**src/verilog/synth_pkg.sv**
```systemverilog
package synth_pkg;

    localparam int VOICES     = 4;                    // fixed by the register map
    localparam int VOICE_W    = 2;                    // voice index width
    localparam int SAMPLE_DIV = 16;                   // audio_clk cycles per sample
    localparam int DIV_W      = $clog2(SAMPLE_DIV);   // sample period counter width
    localparam int AUD_BITS   = 16;                   // voice sample and output width
    localparam int MIX_BITS   = 18;                   // room for four full-scale voices

    localparam logic [6:0] ATTEN_ADR = 7'h40;         // global attenuation register

    // envelope of one voice
    typedef enum logic [1:0] {
        ENV_IDLE    = 2'd0,
        ENV_HOLD    = 2'd1,
        ENV_RELEASE = 2'd2
    } env_state_e;

    // field select, adr[1:0] of a voice register
    typedef enum logic [1:0] {
        REG_PITCH_LO = 2'd0,
        REG_PITCH_HI = 2'd1,
        REG_RELEASE  = 2'd2,
        REG_RSVD     = 2'd3
    } reg_field_e;

endpackage

```
**src/verilog/voice_control.sv**
```systemverilog
`timescale 1ns/1ps

module voice_control import synth_pkg::*; (
    input  wire                    audio_clk,
    input  wire                    arst_n,
    // note events
    input  wire                    note_on,
    input  wire                    note_off,
    input  wire  [VOICE_W-1:0]     note_voice,
    input  wire  [7:0]             note_vel,
    // register port
    input  wire                    write,
    input  wire  [6:0]             adr,
    input  wire  [7:0]             data_in,
    output logic [7:0]             data_out,
    // to the voices
    output logic [VOICES-1:0]      voice_on,
    output logic [VOICES-1:0]      voice_off,
    output logic [7:0]             vel,
    output logic [VOICES*16-1:0]   pitch_inc,
    output logic [VOICES*8-1:0]    release_step,
    // to the mixer
    output logic [1:0]             atten,
    output logic                   sample_tick
);

    logic [7:0]         pitch_lo [VOICES];
    logic [7:0]         pitch_hi [VOICES];
    logic [7:0]         rel_step [VOICES];
    logic [VOICE_W-1:0] reg_voice;
    reg_field_e         reg_field;
    logic               voice_reg;          // adr hits the voice register block
    logic [DIV_W-1:0]   div_cnt;

    assign reg_voice = adr[VOICE_W+1:2];
    assign reg_field = reg_field_e'(adr[1:0]);
    assign voice_reg = (adr[6:VOICE_W+2] == '0);

    // register file
    always_ff @(posedge audio_clk or negedge arst_n) begin
        if (!arst_n) begin
            for (int i = 0; i < VOICES; i++) begin
                pitch_lo[i] <= '0;
                pitch_hi[i] <= '0;
                rel_step[i] <= '0;
            end
            atten <= '0;
        end else if (write) begin
            if (adr == ATTEN_ADR) begin
                atten <= data_in[1:0];          // upper bits dropped
            end else if (voice_reg) begin
                case (reg_field)
                    REG_PITCH_LO: pitch_lo[reg_voice] <= data_in;
                    REG_PITCH_HI: pitch_hi[reg_voice] <= data_in;
                    REG_RELEASE:  rel_step[reg_voice] <= data_in;
                    default: ;                  // reserved, not stored
                endcase
            end
        end
    end

    // readback, combinational from adr
    always_comb begin
        data_out = '0;
        if (adr == ATTEN_ADR) begin
            data_out = {6'b0, atten};
        end else if (voice_reg) begin
            case (reg_field)
                REG_PITCH_LO: data_out = pitch_lo[reg_voice];
                REG_PITCH_HI: data_out = pitch_hi[reg_voice];
                REG_RELEASE:  data_out = rel_step[reg_voice];
                default:      data_out = '0;
            endcase
        end
    end

    always_comb begin
        for (int i = 0; i < VOICES; i++) begin
            pitch_inc[i*16 +: 16]  = {pitch_hi[i], pitch_lo[i]};
            release_step[i*8 +: 8] = rel_step[i];
        end
    end

    // note strobes to one-hot, note_on has priority
    always_comb begin
        voice_on  = '0;
        voice_off = '0;
        if (note_on) begin
            voice_on[note_voice] = 1'b1;
        end else if (note_off) begin
            voice_off[note_voice] = 1'b1;
        end
    end

    assign vel = note_vel;

    // sample period, first tick SAMPLE_DIV cycles out of reset
    always_ff @(posedge audio_clk or negedge arst_n) begin
        if (!arst_n) begin
            div_cnt     <= '0;
            sample_tick <= 1'b0;
        end else begin
            sample_tick <= (div_cnt == DIV_W'(SAMPLE_DIV - 1));
            div_cnt     <= div_cnt + 1'b1;      // wraps at SAMPLE_DIV
        end
    end

endmodule

```
**src/verilog/synth_voice.sv**
```systemverilog
`timescale 1ns/1ps

module synth_voice import synth_pkg::*; (
    input  wire                        audio_clk,
    input  wire                        arst_n,
    input  wire                        sample_tick,
    input  wire                        voice_on,
    input  wire                        voice_off,
    input  wire         [7:0]          vel,
    input  wire         [15:0]         pitch_inc,
    input  wire         [7:0]          release_step,
    output logic signed [AUD_BITS-1:0] sample,
    output logic                       voice_free
);

    env_state_e           state;
    env_state_e           state_nxt;
    logic [7:0]           level;
    logic [7:0]           level_nxt;
    logic [15:0]          phase;
    logic [15:0]          phase_nxt;
    logic signed [7:0]    saw;              // upper phase byte minus 128
    logic signed [AUD_BITS-1:0] product;

    always_comb begin
        state_nxt = state;
        level_nxt = level;
        phase_nxt = phase;
        if (voice_on) begin
            state_nxt = ENV_HOLD;
            level_nxt = vel;
            phase_nxt = '0;
        end else begin
            if (voice_off && state == ENV_HOLD) begin
                state_nxt = ENV_RELEASE;
            end
            if (sample_tick && state != ENV_IDLE) begin
                phase_nxt = phase + pitch_inc;  // wraps
                if (state == ENV_RELEASE) begin
                    if (level <= release_step) begin
                        level_nxt = '0;         // saturate, voice done
                        state_nxt = ENV_IDLE;
                    end else begin
                        level_nxt = level - release_step;
                    end
                end
            end
        end
    end

    always_ff @(posedge audio_clk or negedge arst_n) begin
        if (!arst_n) begin
            state <= ENV_IDLE;
            level <= '0;
            phase <= '0;
        end else begin
            state <= state_nxt;
            level <= level_nxt;
            phase <= phase_nxt;
        end
    end

    // offset binary to two's complement by flipping the msb
    assign saw     = $signed({~phase_nxt[15], phase_nxt[14:8]});
    assign product = AUD_BITS'(saw) * AUD_BITS'($signed({1'b0, level_nxt}));

    always_ff @(posedge audio_clk or negedge arst_n) begin
        if (!arst_n) begin
            sample <= '0;
        end else if (sample_tick) begin
            sample <= product;                  // always fits, |saw*level| < 2^15
        end
    end

    assign voice_free = (state == ENV_IDLE);

endmodule

```
**src/verilog/voice_mixer.sv**
```systemverilog
`timescale 1ns/1ps

module voice_mixer import synth_pkg::*; (
    input  wire                          audio_clk,
    input  wire                          arst_n,
    input  wire                          sample_tick,
    input  wire  [VOICES*AUD_BITS-1:0]   samples,
    input  wire  [1:0]                   atten,
    output logic signed [AUD_BITS-1:0]   audio_out,
    output logic                         sample_valid
);

    logic                       tick_d;     // voice samples settled
    logic signed [MIX_BITS-1:0] sum;
    logic signed [MIX_BITS-1:0] scaled;
    logic signed [AUD_BITS-1:0] clipped;
    logic                       in_range;

    always_comb begin
        sum = '0;
        for (int i = 0; i < VOICES; i++) begin
            sum = sum + MIX_BITS'($signed(samples[i*AUD_BITS +: AUD_BITS]));
        end
    end

    assign scaled = sum >>> atten;

    // in range when all bits above the output msb match the sign
    assign in_range = (scaled[MIX_BITS-1:AUD_BITS-1] == '0) ||
                      (scaled[MIX_BITS-1:AUD_BITS-1] == '1);

    always_comb begin
        if (in_range) begin
            clipped = scaled[AUD_BITS-1:0];
        end else if (scaled[MIX_BITS-1]) begin
            clipped = {1'b1, {(AUD_BITS-1){1'b0}}};     // negative full scale
        end else begin
            clipped = {1'b0, {(AUD_BITS-1){1'b1}}};     // positive full scale
        end
    end

    always_ff @(posedge audio_clk or negedge arst_n) begin
        if (!arst_n) begin
            tick_d       <= 1'b0;
            sample_valid <= 1'b0;
            audio_out    <= '0;
        end else begin
            tick_d       <= sample_tick;
            sample_valid <= tick_d;             // one cycle pulse
            if (tick_d) begin
                audio_out <= clipped;
            end
        end
    end

endmodule

```
**src/verilog/synth_engine.sv**
```systemverilog
`timescale 1ns/1ps

module synth_engine import synth_pkg::*; (
    input  wire                          audio_clk,
    input  wire                          arst_n,
    input  wire                          note_on,
    input  wire                          note_off,
    input  wire  [VOICE_W-1:0]           note_voice,
    input  wire  [7:0]                   note_vel,
    input  wire                          write,
    input  wire  [6:0]                   adr,
    input  wire  [7:0]                   data_in,
    output logic [7:0]                   data_out,
    output logic signed [AUD_BITS-1:0]   audio_out,
    output logic                         sample_valid,
    output logic [VOICES-1:0]            voice_free
);

    logic [VOICES-1:0]          voice_on;
    logic [VOICES-1:0]          voice_off;
    logic [7:0]                 vel;
    logic [VOICES*16-1:0]       pitch_inc;
    logic [VOICES*8-1:0]        release_step;
    logic [1:0]                 atten;
    logic                       sample_tick;
    logic [VOICES*AUD_BITS-1:0] samples;    // voice samples, voice 0 in the low bits

    voice_control i_voice_control (
        .audio_clk    ( audio_clk ),
        .arst_n       ( arst_n ),
        .note_on      ( note_on ),
        .note_off     ( note_off ),
        .note_voice   ( note_voice ),
        .note_vel     ( note_vel ),
        .write        ( write ),
        .adr          ( adr ),
        .data_in      ( data_in ),
        .data_out     ( data_out ),
        .voice_on     ( voice_on ),
        .voice_off    ( voice_off ),
        .vel          ( vel ),
        .pitch_inc    ( pitch_inc ),
        .release_step ( release_step ),
        .atten        ( atten ),
        .sample_tick  ( sample_tick )
    );

    for (genvar v = 0; v < VOICES; v++) begin : g_voice
        synth_voice i_synth_voice (
            .audio_clk    ( audio_clk ),
            .arst_n       ( arst_n ),
            .sample_tick  ( sample_tick ),
            .voice_on     ( voice_on[v] ),
            .voice_off    ( voice_off[v] ),
            .vel          ( vel ),
            .pitch_inc    ( pitch_inc[v*16 +: 16] ),
            .release_step ( release_step[v*8 +: 8] ),
            .sample       ( samples[v*AUD_BITS +: AUD_BITS] ),
            .voice_free   ( voice_free[v] )
        );
    end

    voice_mixer i_voice_mixer (
        .audio_clk    ( audio_clk ),
        .arst_n       ( arst_n ),
        .sample_tick  ( sample_tick ),
        .samples      ( samples ),
        .atten        ( atten ),
        .audio_out    ( audio_out ),
        .sample_valid ( sample_valid )
    );

endmodule

```
**config.mk**
```make
export PLATFORM = sky130hd
export DESIGN_NAME = synth_engine
export DESIGN_NICKNAME = d
export VERILOG_FILES = /design/src/verilog/synth_pkg.sv /design/src/verilog/voice_control.sv /design/src/verilog/synth_voice.sv /design/src/verilog/voice_mixer.sv /design/src/verilog/synth_engine.sv
export SDC_FILE = /design/constraint.sdc
export NUM_CORES = 1
export LEC_CHECK = 0
export ABC_CLOCK_PERIOD_IN_PS = 8000
export BUFFER_PORTS_ARGS = -buffer_cell sky130_fd_sc_hd__buf_2
export CORE_MARGIN = 3
export CORE_UTILIZATION = 30
export CTS_CLUSTER_DIAMETER = 30
export DETAILED_ROUTE_END_ITERATION = 16
export RECOVER_POWER = 50
export SKIP_LAST_GASP = 1
export SLEW_MARGIN = 40
export SYNTH_ARGS = -nofsm -noshare
export SYNTH_HDL_FRONTEND = slang
export SYNTH_SLANG_ARGS = --single-unit
export TNS_END_PERCENT = 100
```
**constraint.sdc**
```tcl
create_clock -name audio_clk -period 8 [get_ports audio_clk]
set_input_delay 1.2 -clock audio_clk [delete_from_list [all_inputs] [get_ports audio_clk]]
set_output_delay 1.2 -clock audio_clk [all_outputs]
set_load 0.02 [all_outputs]
```
==> flow_summary.yaml, run 1 <==
clock_network:
  cts_sinks: 289
  postCtsHoldBufs: 0
  cts_setup_buffers: 0
  clk_pin_slew_ns: 0.05
  clockBufferDepth: 3
  cts_resized: 0
  numCtsBuffers: 75
  htreeDepth: 3
  cts_tree: "yes"
  insertion_delay_ns: 0.62
  root_buffer: "clkbuf_16"
synth:
  ys_async_sr_fraction: 1.00
  syn_nets: 3206
  ys_seq_area_frac: 0.278
  synth_area_um2: 26000
  ys_ff_latch: 289
  synth_edf_count: 0
  synthTopCellsByArea: "dfrtp_1 28%, fa_1 15%, ha_1 13%, mux2_2 6.1%, inv_1 5.2%"
  syn_inst: 2720
  syn_area_per_cell_um2: 9.57
  synthFlopType: "dfrtp_1"
  synth.distinct_cells: 81
  yosysTopAreaCell: "dfrtp_1"
  ys_warn_count: 0
  synth_top_area_share: 0.278
finish:
  area_delta_synth_final_pct: 17.5
  fin_cells: 4043
  drive_gt1_frac: 0.155
  n_fill_cell: 8484
  nets: 3323
worst_setup_path:
  cp.arrival_ns: 7.95
  start_kind: "flip-flop"
  crit_family: "adder cells"
  criticalPathCategory: "flip-flop to flip-flop"
  crit_path_end_kind: "flip-flop"
  slowest_delay_ns: 0.54
  crit_path_top_delay_cell: "fa_1"
  worstPathRequired_ns: 8.49
  crit_buf_inv: 4
  crit_path_max_fanout: 8
routing:
  firstDrtPassIters: 7
  ant_nets: 0
  drt-total-wl_um: 70300
  drt_iter0_markers: 1173
  routed_via_density: 4.82
  vias: 19501
  drc: 0
  wire_per_inst_um: 17.4
die:
  initial_core_util: 0.304
  rows: 107
  boundaryPins: 59
  die_w_um: 301
  core_um2: 85500
  die_y_um: 301
  die-area_um2: 90300
power:
  clkPwrFrac: 0.239
  p_comb_frac: 0.596
  peakVddDrop_mv: 0.944
  switching_share: 0.443
  power.switching_mw: 5.85
  leakagePower_nw: 15.3
  power.density_nw_per_um2: 432
  p_seq_frac: 0.166
  finalPower_mw: 13.2
  internal_power_mw: 7.37
sta:
  relSlewSlack: -2.17
  tns_ns: 0
  timing.final.crit_share: 0.933
  tightest_slew_ns: 4.75
  finalCriticalPeriod_ns: 7.47
  setup_viol: 0
  fmax_mhz: 134
  fin_skew_ns: 0.0452
  hold_viol_final: 0
  rsz0062_at_grt: "true"
  slew_violations: 169
outcome:
  outcome: "complete, but fails checks"
  violations: "max-capacitance violations, max-slew violations"
global_route:
  grt.total_usage: 0.158
  gr-total-overflow: 0
  antenna_found_initial: 3
  grt_pass1_vias: 19755
  grt_pass1_wl_um: 112000
  grt_max_degree: 87
placement:
  dp.cells: 3904
  place.gp.congestion: 0.904
  hpwlAfterDp_um: 55500
  port_buffers: 58
flow_run:
  cap_violations: 2
min_path:
  hold_class: "flip-flop to flip-flop"
-- kinds of logic (layout without fill, tap and decap cells) --
group                      count (synthesis)  count (layout)  synth area share
buffers and inverters                    440             617            0.0647
muxes                                    189             189            0.0912
adders and majority gates                456             456             0.274
and+or+nand+nor                          753             753             0.131
xor gates and xnor gates                 115             115            0.0400
DFF                                      289             289             0.278
AOI/OAI and AO/OA                        478             478             0.122
other                                      0               2                 0
-- cell type report --
cell class | count | area (µm²) | area share
repair buffers | 119 | 728 | 0.0238
multi-input cells | 1991 | 17200 | 0.561
inverters | 361 | 1360 | 0.0443
well taps | 1144 | 1430 | 0.0468
clock inverters | 43 | 592 | 0.0194
flip-flops and latches | 289 | 7230 | 0.237
clock buffers | 94 | 2080 | 0.0680
diodes | 2 | 5.00 | 0.000164
-- path summary, 6_finish.rpt --
check,start,to,slack (ns),depth (start not counted)
max,i_voice_control.pitch_inc[17],g_voice[1].i_synth_voice.sample[15],0.53,27
min,i_voice_control.div_cnt[0],i_voice_control.div_cnt[0],0.45,1
max reg2reg,i_voice_control.pitch_inc[17],g_voice[1].i_synth_voice.sample[15],0.53,27
min reg2reg,i_voice_control.div_cnt[0],i_voice_control.div_cnt[0],0.45,1
max in group asynchronous,arst_n,g_voice[0].i_synth_voice.phase[2],1.30,3
min in group asynchronous,arst_n,g_voice[1].i_synth_voice.sample[3],2.33,1
-- layout by cell type, fill, tap and decap left out, drive strengths merged, types with 9 or more instances in the layout --
| cell type | n |
|---|---|
| and2 | 12 |
| nor3 | 28 |
| xor2 | 32 |
| o31ai | 25 |
| o21a | 12 |
| nand3 | 24 |
| bufinv | 10 |
| fa | 189 |
| a21boi | 9 |
| nor2b | 27 |
| xnor2 | 81 |
| or3 | 13 |
| nor3b | 11 |
| or2 | 15 |
| a21oi | 115 |
| nand3b | 14 |
| a211oi | 23 |
| o21bai | 10 |
| dfrtp | 289 |
| a21o | 63 |
| mux2 | 142 |
| nand4 | 9 |
| clkbuf | 103 |
| o311ai | 16 |
| nand2b | 28 |
| nand2 | 215 |
| buf | 110 |
| inv | 364 |
| o211ai | 10 |
| and3 | 24 |
| mux2i | 23 |
| nor2 | 307 |
| mux4 | 24 |
| ha | 267 |
| nor4 | 13 |
| a221oi | 15 |
| o21ai | 114 |
| o22ai | 13 |
| clkinv | 22 |
-- Yosys cell counts, types with 12 or more instances --
cell      number
nand2b_1      28
nor3_1        27
o21ai_0       94
a221oi_1      13
clkbuf_1      61
nor4_1        13
and2_1        12
or3_1         13
nand3b_1      14
o311ai_0      15
ha_1         267
o21ai_1       20
a21o_1        63
mux2_2       142
inv_1        360
o31ai_1       25
a211oi_1      22
and3_1        24
o22ai_1       13
o21a_1        12
nor2_1       307
or2_2         15
nand3_1       24
nand2_1      215
xor2_1        32
a21oi_1      113
dfrtp_1      289
nor2b_1       27
mux2i_1       22
mux4_2        24
xnor2_1       80
fa_1         189
-- per-stage QoR --
stage	worst slack (ns)	hold WS, ns	instance area (µm²)	util
floorplan	0.650	0.352	26000	-
global placement	0.412	0.440	27900	0.326
detailed placement	0.317	0.448	27900	0.327
CTS	0.275	0.467	30600	0.358
global route	-0.0380	0.483	30600	0.357
finish	0.535	0.455	30600	0.357
-- power groups by stage --
stage	clock [mW]	combinational [mW]	sequential, mW
detailed placement	0	7.79	2.22
floorplan	0	6.15	2.11
CTS	3.20	7.91	2.20
global route	3.28	8.87	2.23
global placement	0	7.78	2.22
finish	3.15	7.87	2.19
-- state kept, by name, summed over array words and instances (netlist names) --
signal / count
i_voice_control.pitch_inc: 64
i_voice_control.sample_tick: 1
i_voice_control.release_step: 32
g_voice.i_synth_voice.phase: 64
i_voice_mixer.audio_out: 16
i_voice_mixer.tick_d: 1
g_voice.i_synth_voice.state: 8
g_voice.i_synth_voice.level: 32
g_voice.i_synth_voice.sample: 64
i_voice_control.atten: 2
i_voice_control.div_cnt: 4
i_voice_mixer.sample_valid: 1
-- routing by layer --
layer  wire, µm  vias up  track usage
met3       3910      108       0.0285
li1           -     9497            -
met4       2020        2       0.0504
met1      32600     9443        0.221
met2      31800      451        0.248
met5         10        -            0
Note: power is estimated with default switching activity, not from simulation.
==> run 2: changes to the inputs <==
REMOVE_ABC_BUFFERS = 1   (was default)
==> run 2 against run 1 <==
  * The flow still finishes with violations (max-capacitance violations, max-slew violations)
  * Final area grew 0.82%
  * Sequential share of layout area fell by 0.19 points
  * Critical path depth up 1
  * Fmax fell by 2.2%
  * Sequential power hardly changed
  * Cell count is essentially flat
  * Utilization grew 0.29 points
  * Clock-buffer cell count fell by 8
  * Global-route usage up 0.31 points
  * Largest cell class unchanged
  * Largest power group unchanged
==> flow_summary.yaml, run 2 (synthesized netlist as in run 1, its figures left out) <==
routing:
  ant_nets: 0
  drt-total-wl_um: 71300
  vias: 19615
  drc: 0
  routed_via_density: 4.85
  wire_per_inst_um: 17.6
  firstDrtPassIters: 5
  drt_iter0_markers: 1428
sta:
  slew_violations: 228
  tightest_slew_ns: 3.72
  timing.final.crit_share: 0.954
  setup_viol: 0
  relSlewSlack: -1.48
  finalCriticalPeriod_ns: 7.63
  fin_ws_ns: 0.365
  rsz0062_at_grt: "true"
  fmax_mhz: 131
  fin_skew_ns: 0.0387
  tns_ns: 0
  hold_viol_final: 0
placement:
  hpwlAfterDp_um: 55800
  dp.cells: 3904
  pre_cts_ws_ns: 0.374
  place.gp.congestion: 0.881
  port_buffers: 58
power:
  power.density_nw_per_um2: 436
  peakVddDrop_mv: 0.820
  leakagePower_nw: 15.4
worst_setup_path:
  criticalPathCategory: "flip-flop to flip-flop"
  start_kind: "flip-flop"
  crit_path_max_fanout: 8
  crit_path_end_kind: "flip-flop"
  crit_path_top_delay_cell: "fa_1"
  worstPathRequired_ns: 8.45
  cpMostUsedCell: "fa_1"
  cp.arrival_ns: 8.09
  slowest_delay_ns: 0.53
outcome:
  outcome: "complete, but fails checks"
  violations: "max-capacitance violations, max-slew violations"
finish:
  final_cell_mix: "360 x inv_1, 307 x nor2_1, 288 x dfrtp_1, 267 x ha_1, 215 x nand2_1"
  n_fill_cell: 8577
  fin_cells: 4042
  multiInputGateArea_um2: 17100
  diodes: 0
  drive_gt1_frac: 0.155
  area_delta_synth_final_pct: 18.4
  final_common_cell: "inv_1"
  seqCellArea_um2: 7230
  nets: 3324
global_route:
  grt_max_degree: 119
  grt.total_usage: 0.161
  grt_pass1_vias: 20099
  antenna_found_initial: 0
  gr-total-overflow: 0
  grt_pass1_wl_um: 114000
clock_network:
  clockBufferDepth: 3
  insertion_delay_ns: 0.61
  htreeDepth: 3
  cts_sinks: 289
  root_buffer: "clkbuf_16"
  cts_setup_buffers: 0
  clk_pin_slew_ns: 0.05
  cts_tree: "yes"
  postCtsHoldBufs: 0
  numCtsBuffers: 76
min_path:
  hold_class: "flip-flop to flip-flop"
die:
  boundaryPins: 59
  core_um2: 85500
  rows: 107
  die_y_um: 301
  die_w_um: 301
  initial_core_util: 0.304
  die-area_um2: 90300
flow_run:
  cap_violations: 3
-- run 2: cell types whose count changed in the layout (fill, tap and decap cells not counted), moves of 2 or more --
cell / change
o21ai_2: -2
clkinv_16: -2
clkbuf_16: +2
o21ai_1: +2
clkbuf_1: -4
diode_2: -2
a2111oi_2: -2
a2111oi_1: +2
clkbuf_8: -5
bufinv_16: +12
clkinv_2: -3
inv_8: +3
-- run 2: final timing paths --
kind / from / to / slack (ns) / cells after the start
max: i_voice_control.pitch_inc[16] / g_voice[1].i_synth_voice.sample[15] / 0.37 / 28
min: i_voice_control.div_cnt[0] / i_voice_control.div_cnt[0] / 0.45 / 1
max reg2reg: i_voice_control.pitch_inc[16] / g_voice[1].i_synth_voice.sample[15] / 0.37 / 28
min reg2reg: i_voice_control.div_cnt[0] / i_voice_control.div_cnt[0] / 0.45 / 1
max in group asynchronous: arst_n / g_voice[2].i_synth_voice.level[2] / 1.35 / 3
min in group asynchronous: arst_n / g_voice[3].i_synth_voice.sample[0] / 1.48 / 1
-- run 2: where the power goes --
part | leakage, nW | internal, mW | switching (mW) | total (mW)
sequential | 3.70 | 1.86 | 0.336 | 2.20
clock | 1.42 | 2.54 | 0.993 | 3.54
combinational | 10.3 | 3.32 | 4.40 | 7.72
-- run 2: cell type report --
type | count | share of cell area
clock buffers | 86 | 0.0663
clock inverters | 52 | 0.0292
inverters | 361 | 0.0439
multi-input cells | 1991 | 0.556
flip-flops and latches | 289 | 0.235
well taps | 1144 | 0.0464
repair buffers | 119 | 0.0234
-- run 2: layer usage --
layer | vias to the layer above | global-route usage | share of wire
met5 | - | 0 | 0
met4 | 0 | 0.0654 | 0.042
met3 | 142 | 0.0366 | 0.061
met2 | 555 | 0.246 | 0.44
met1 | 9418 | 0.222 | 0.46
li1 | 9500 | - | -
-- run 2: worst max-delay path, delay by kind of cell (launching register included) --
family	cells	cell delay, ns
AOI/OAI and AO/OA	10	2.37
xor gates and xnor gates	2	0.46
adders and majority gates	7	2.79
buffers and inverters	4	0.35
DFF	1	0.40
muxes	1	0.27
and+or+nand+nor	4	0.87
-- run 2: stage by stage --
step,power [mW],cell area [µm²],hold WS [ns],utilization
final,13.5,30800,0.449,0.360
after global routing,14.7,30800,0.477,0.360
after CTS,13.6,30900,0.457,0.361
after detailed placement,9.89,27900,0.451,0.327
after global placement,9.86,27900,0.442,0.326
after floorplan,8.02,25700,0.422,-
-- run 2: timing repair --
item / CTS / global route
setup endpoints to repair: 0 / 5
hold endpoints to repair: 0 / 0
resized for setup: 0 / 8
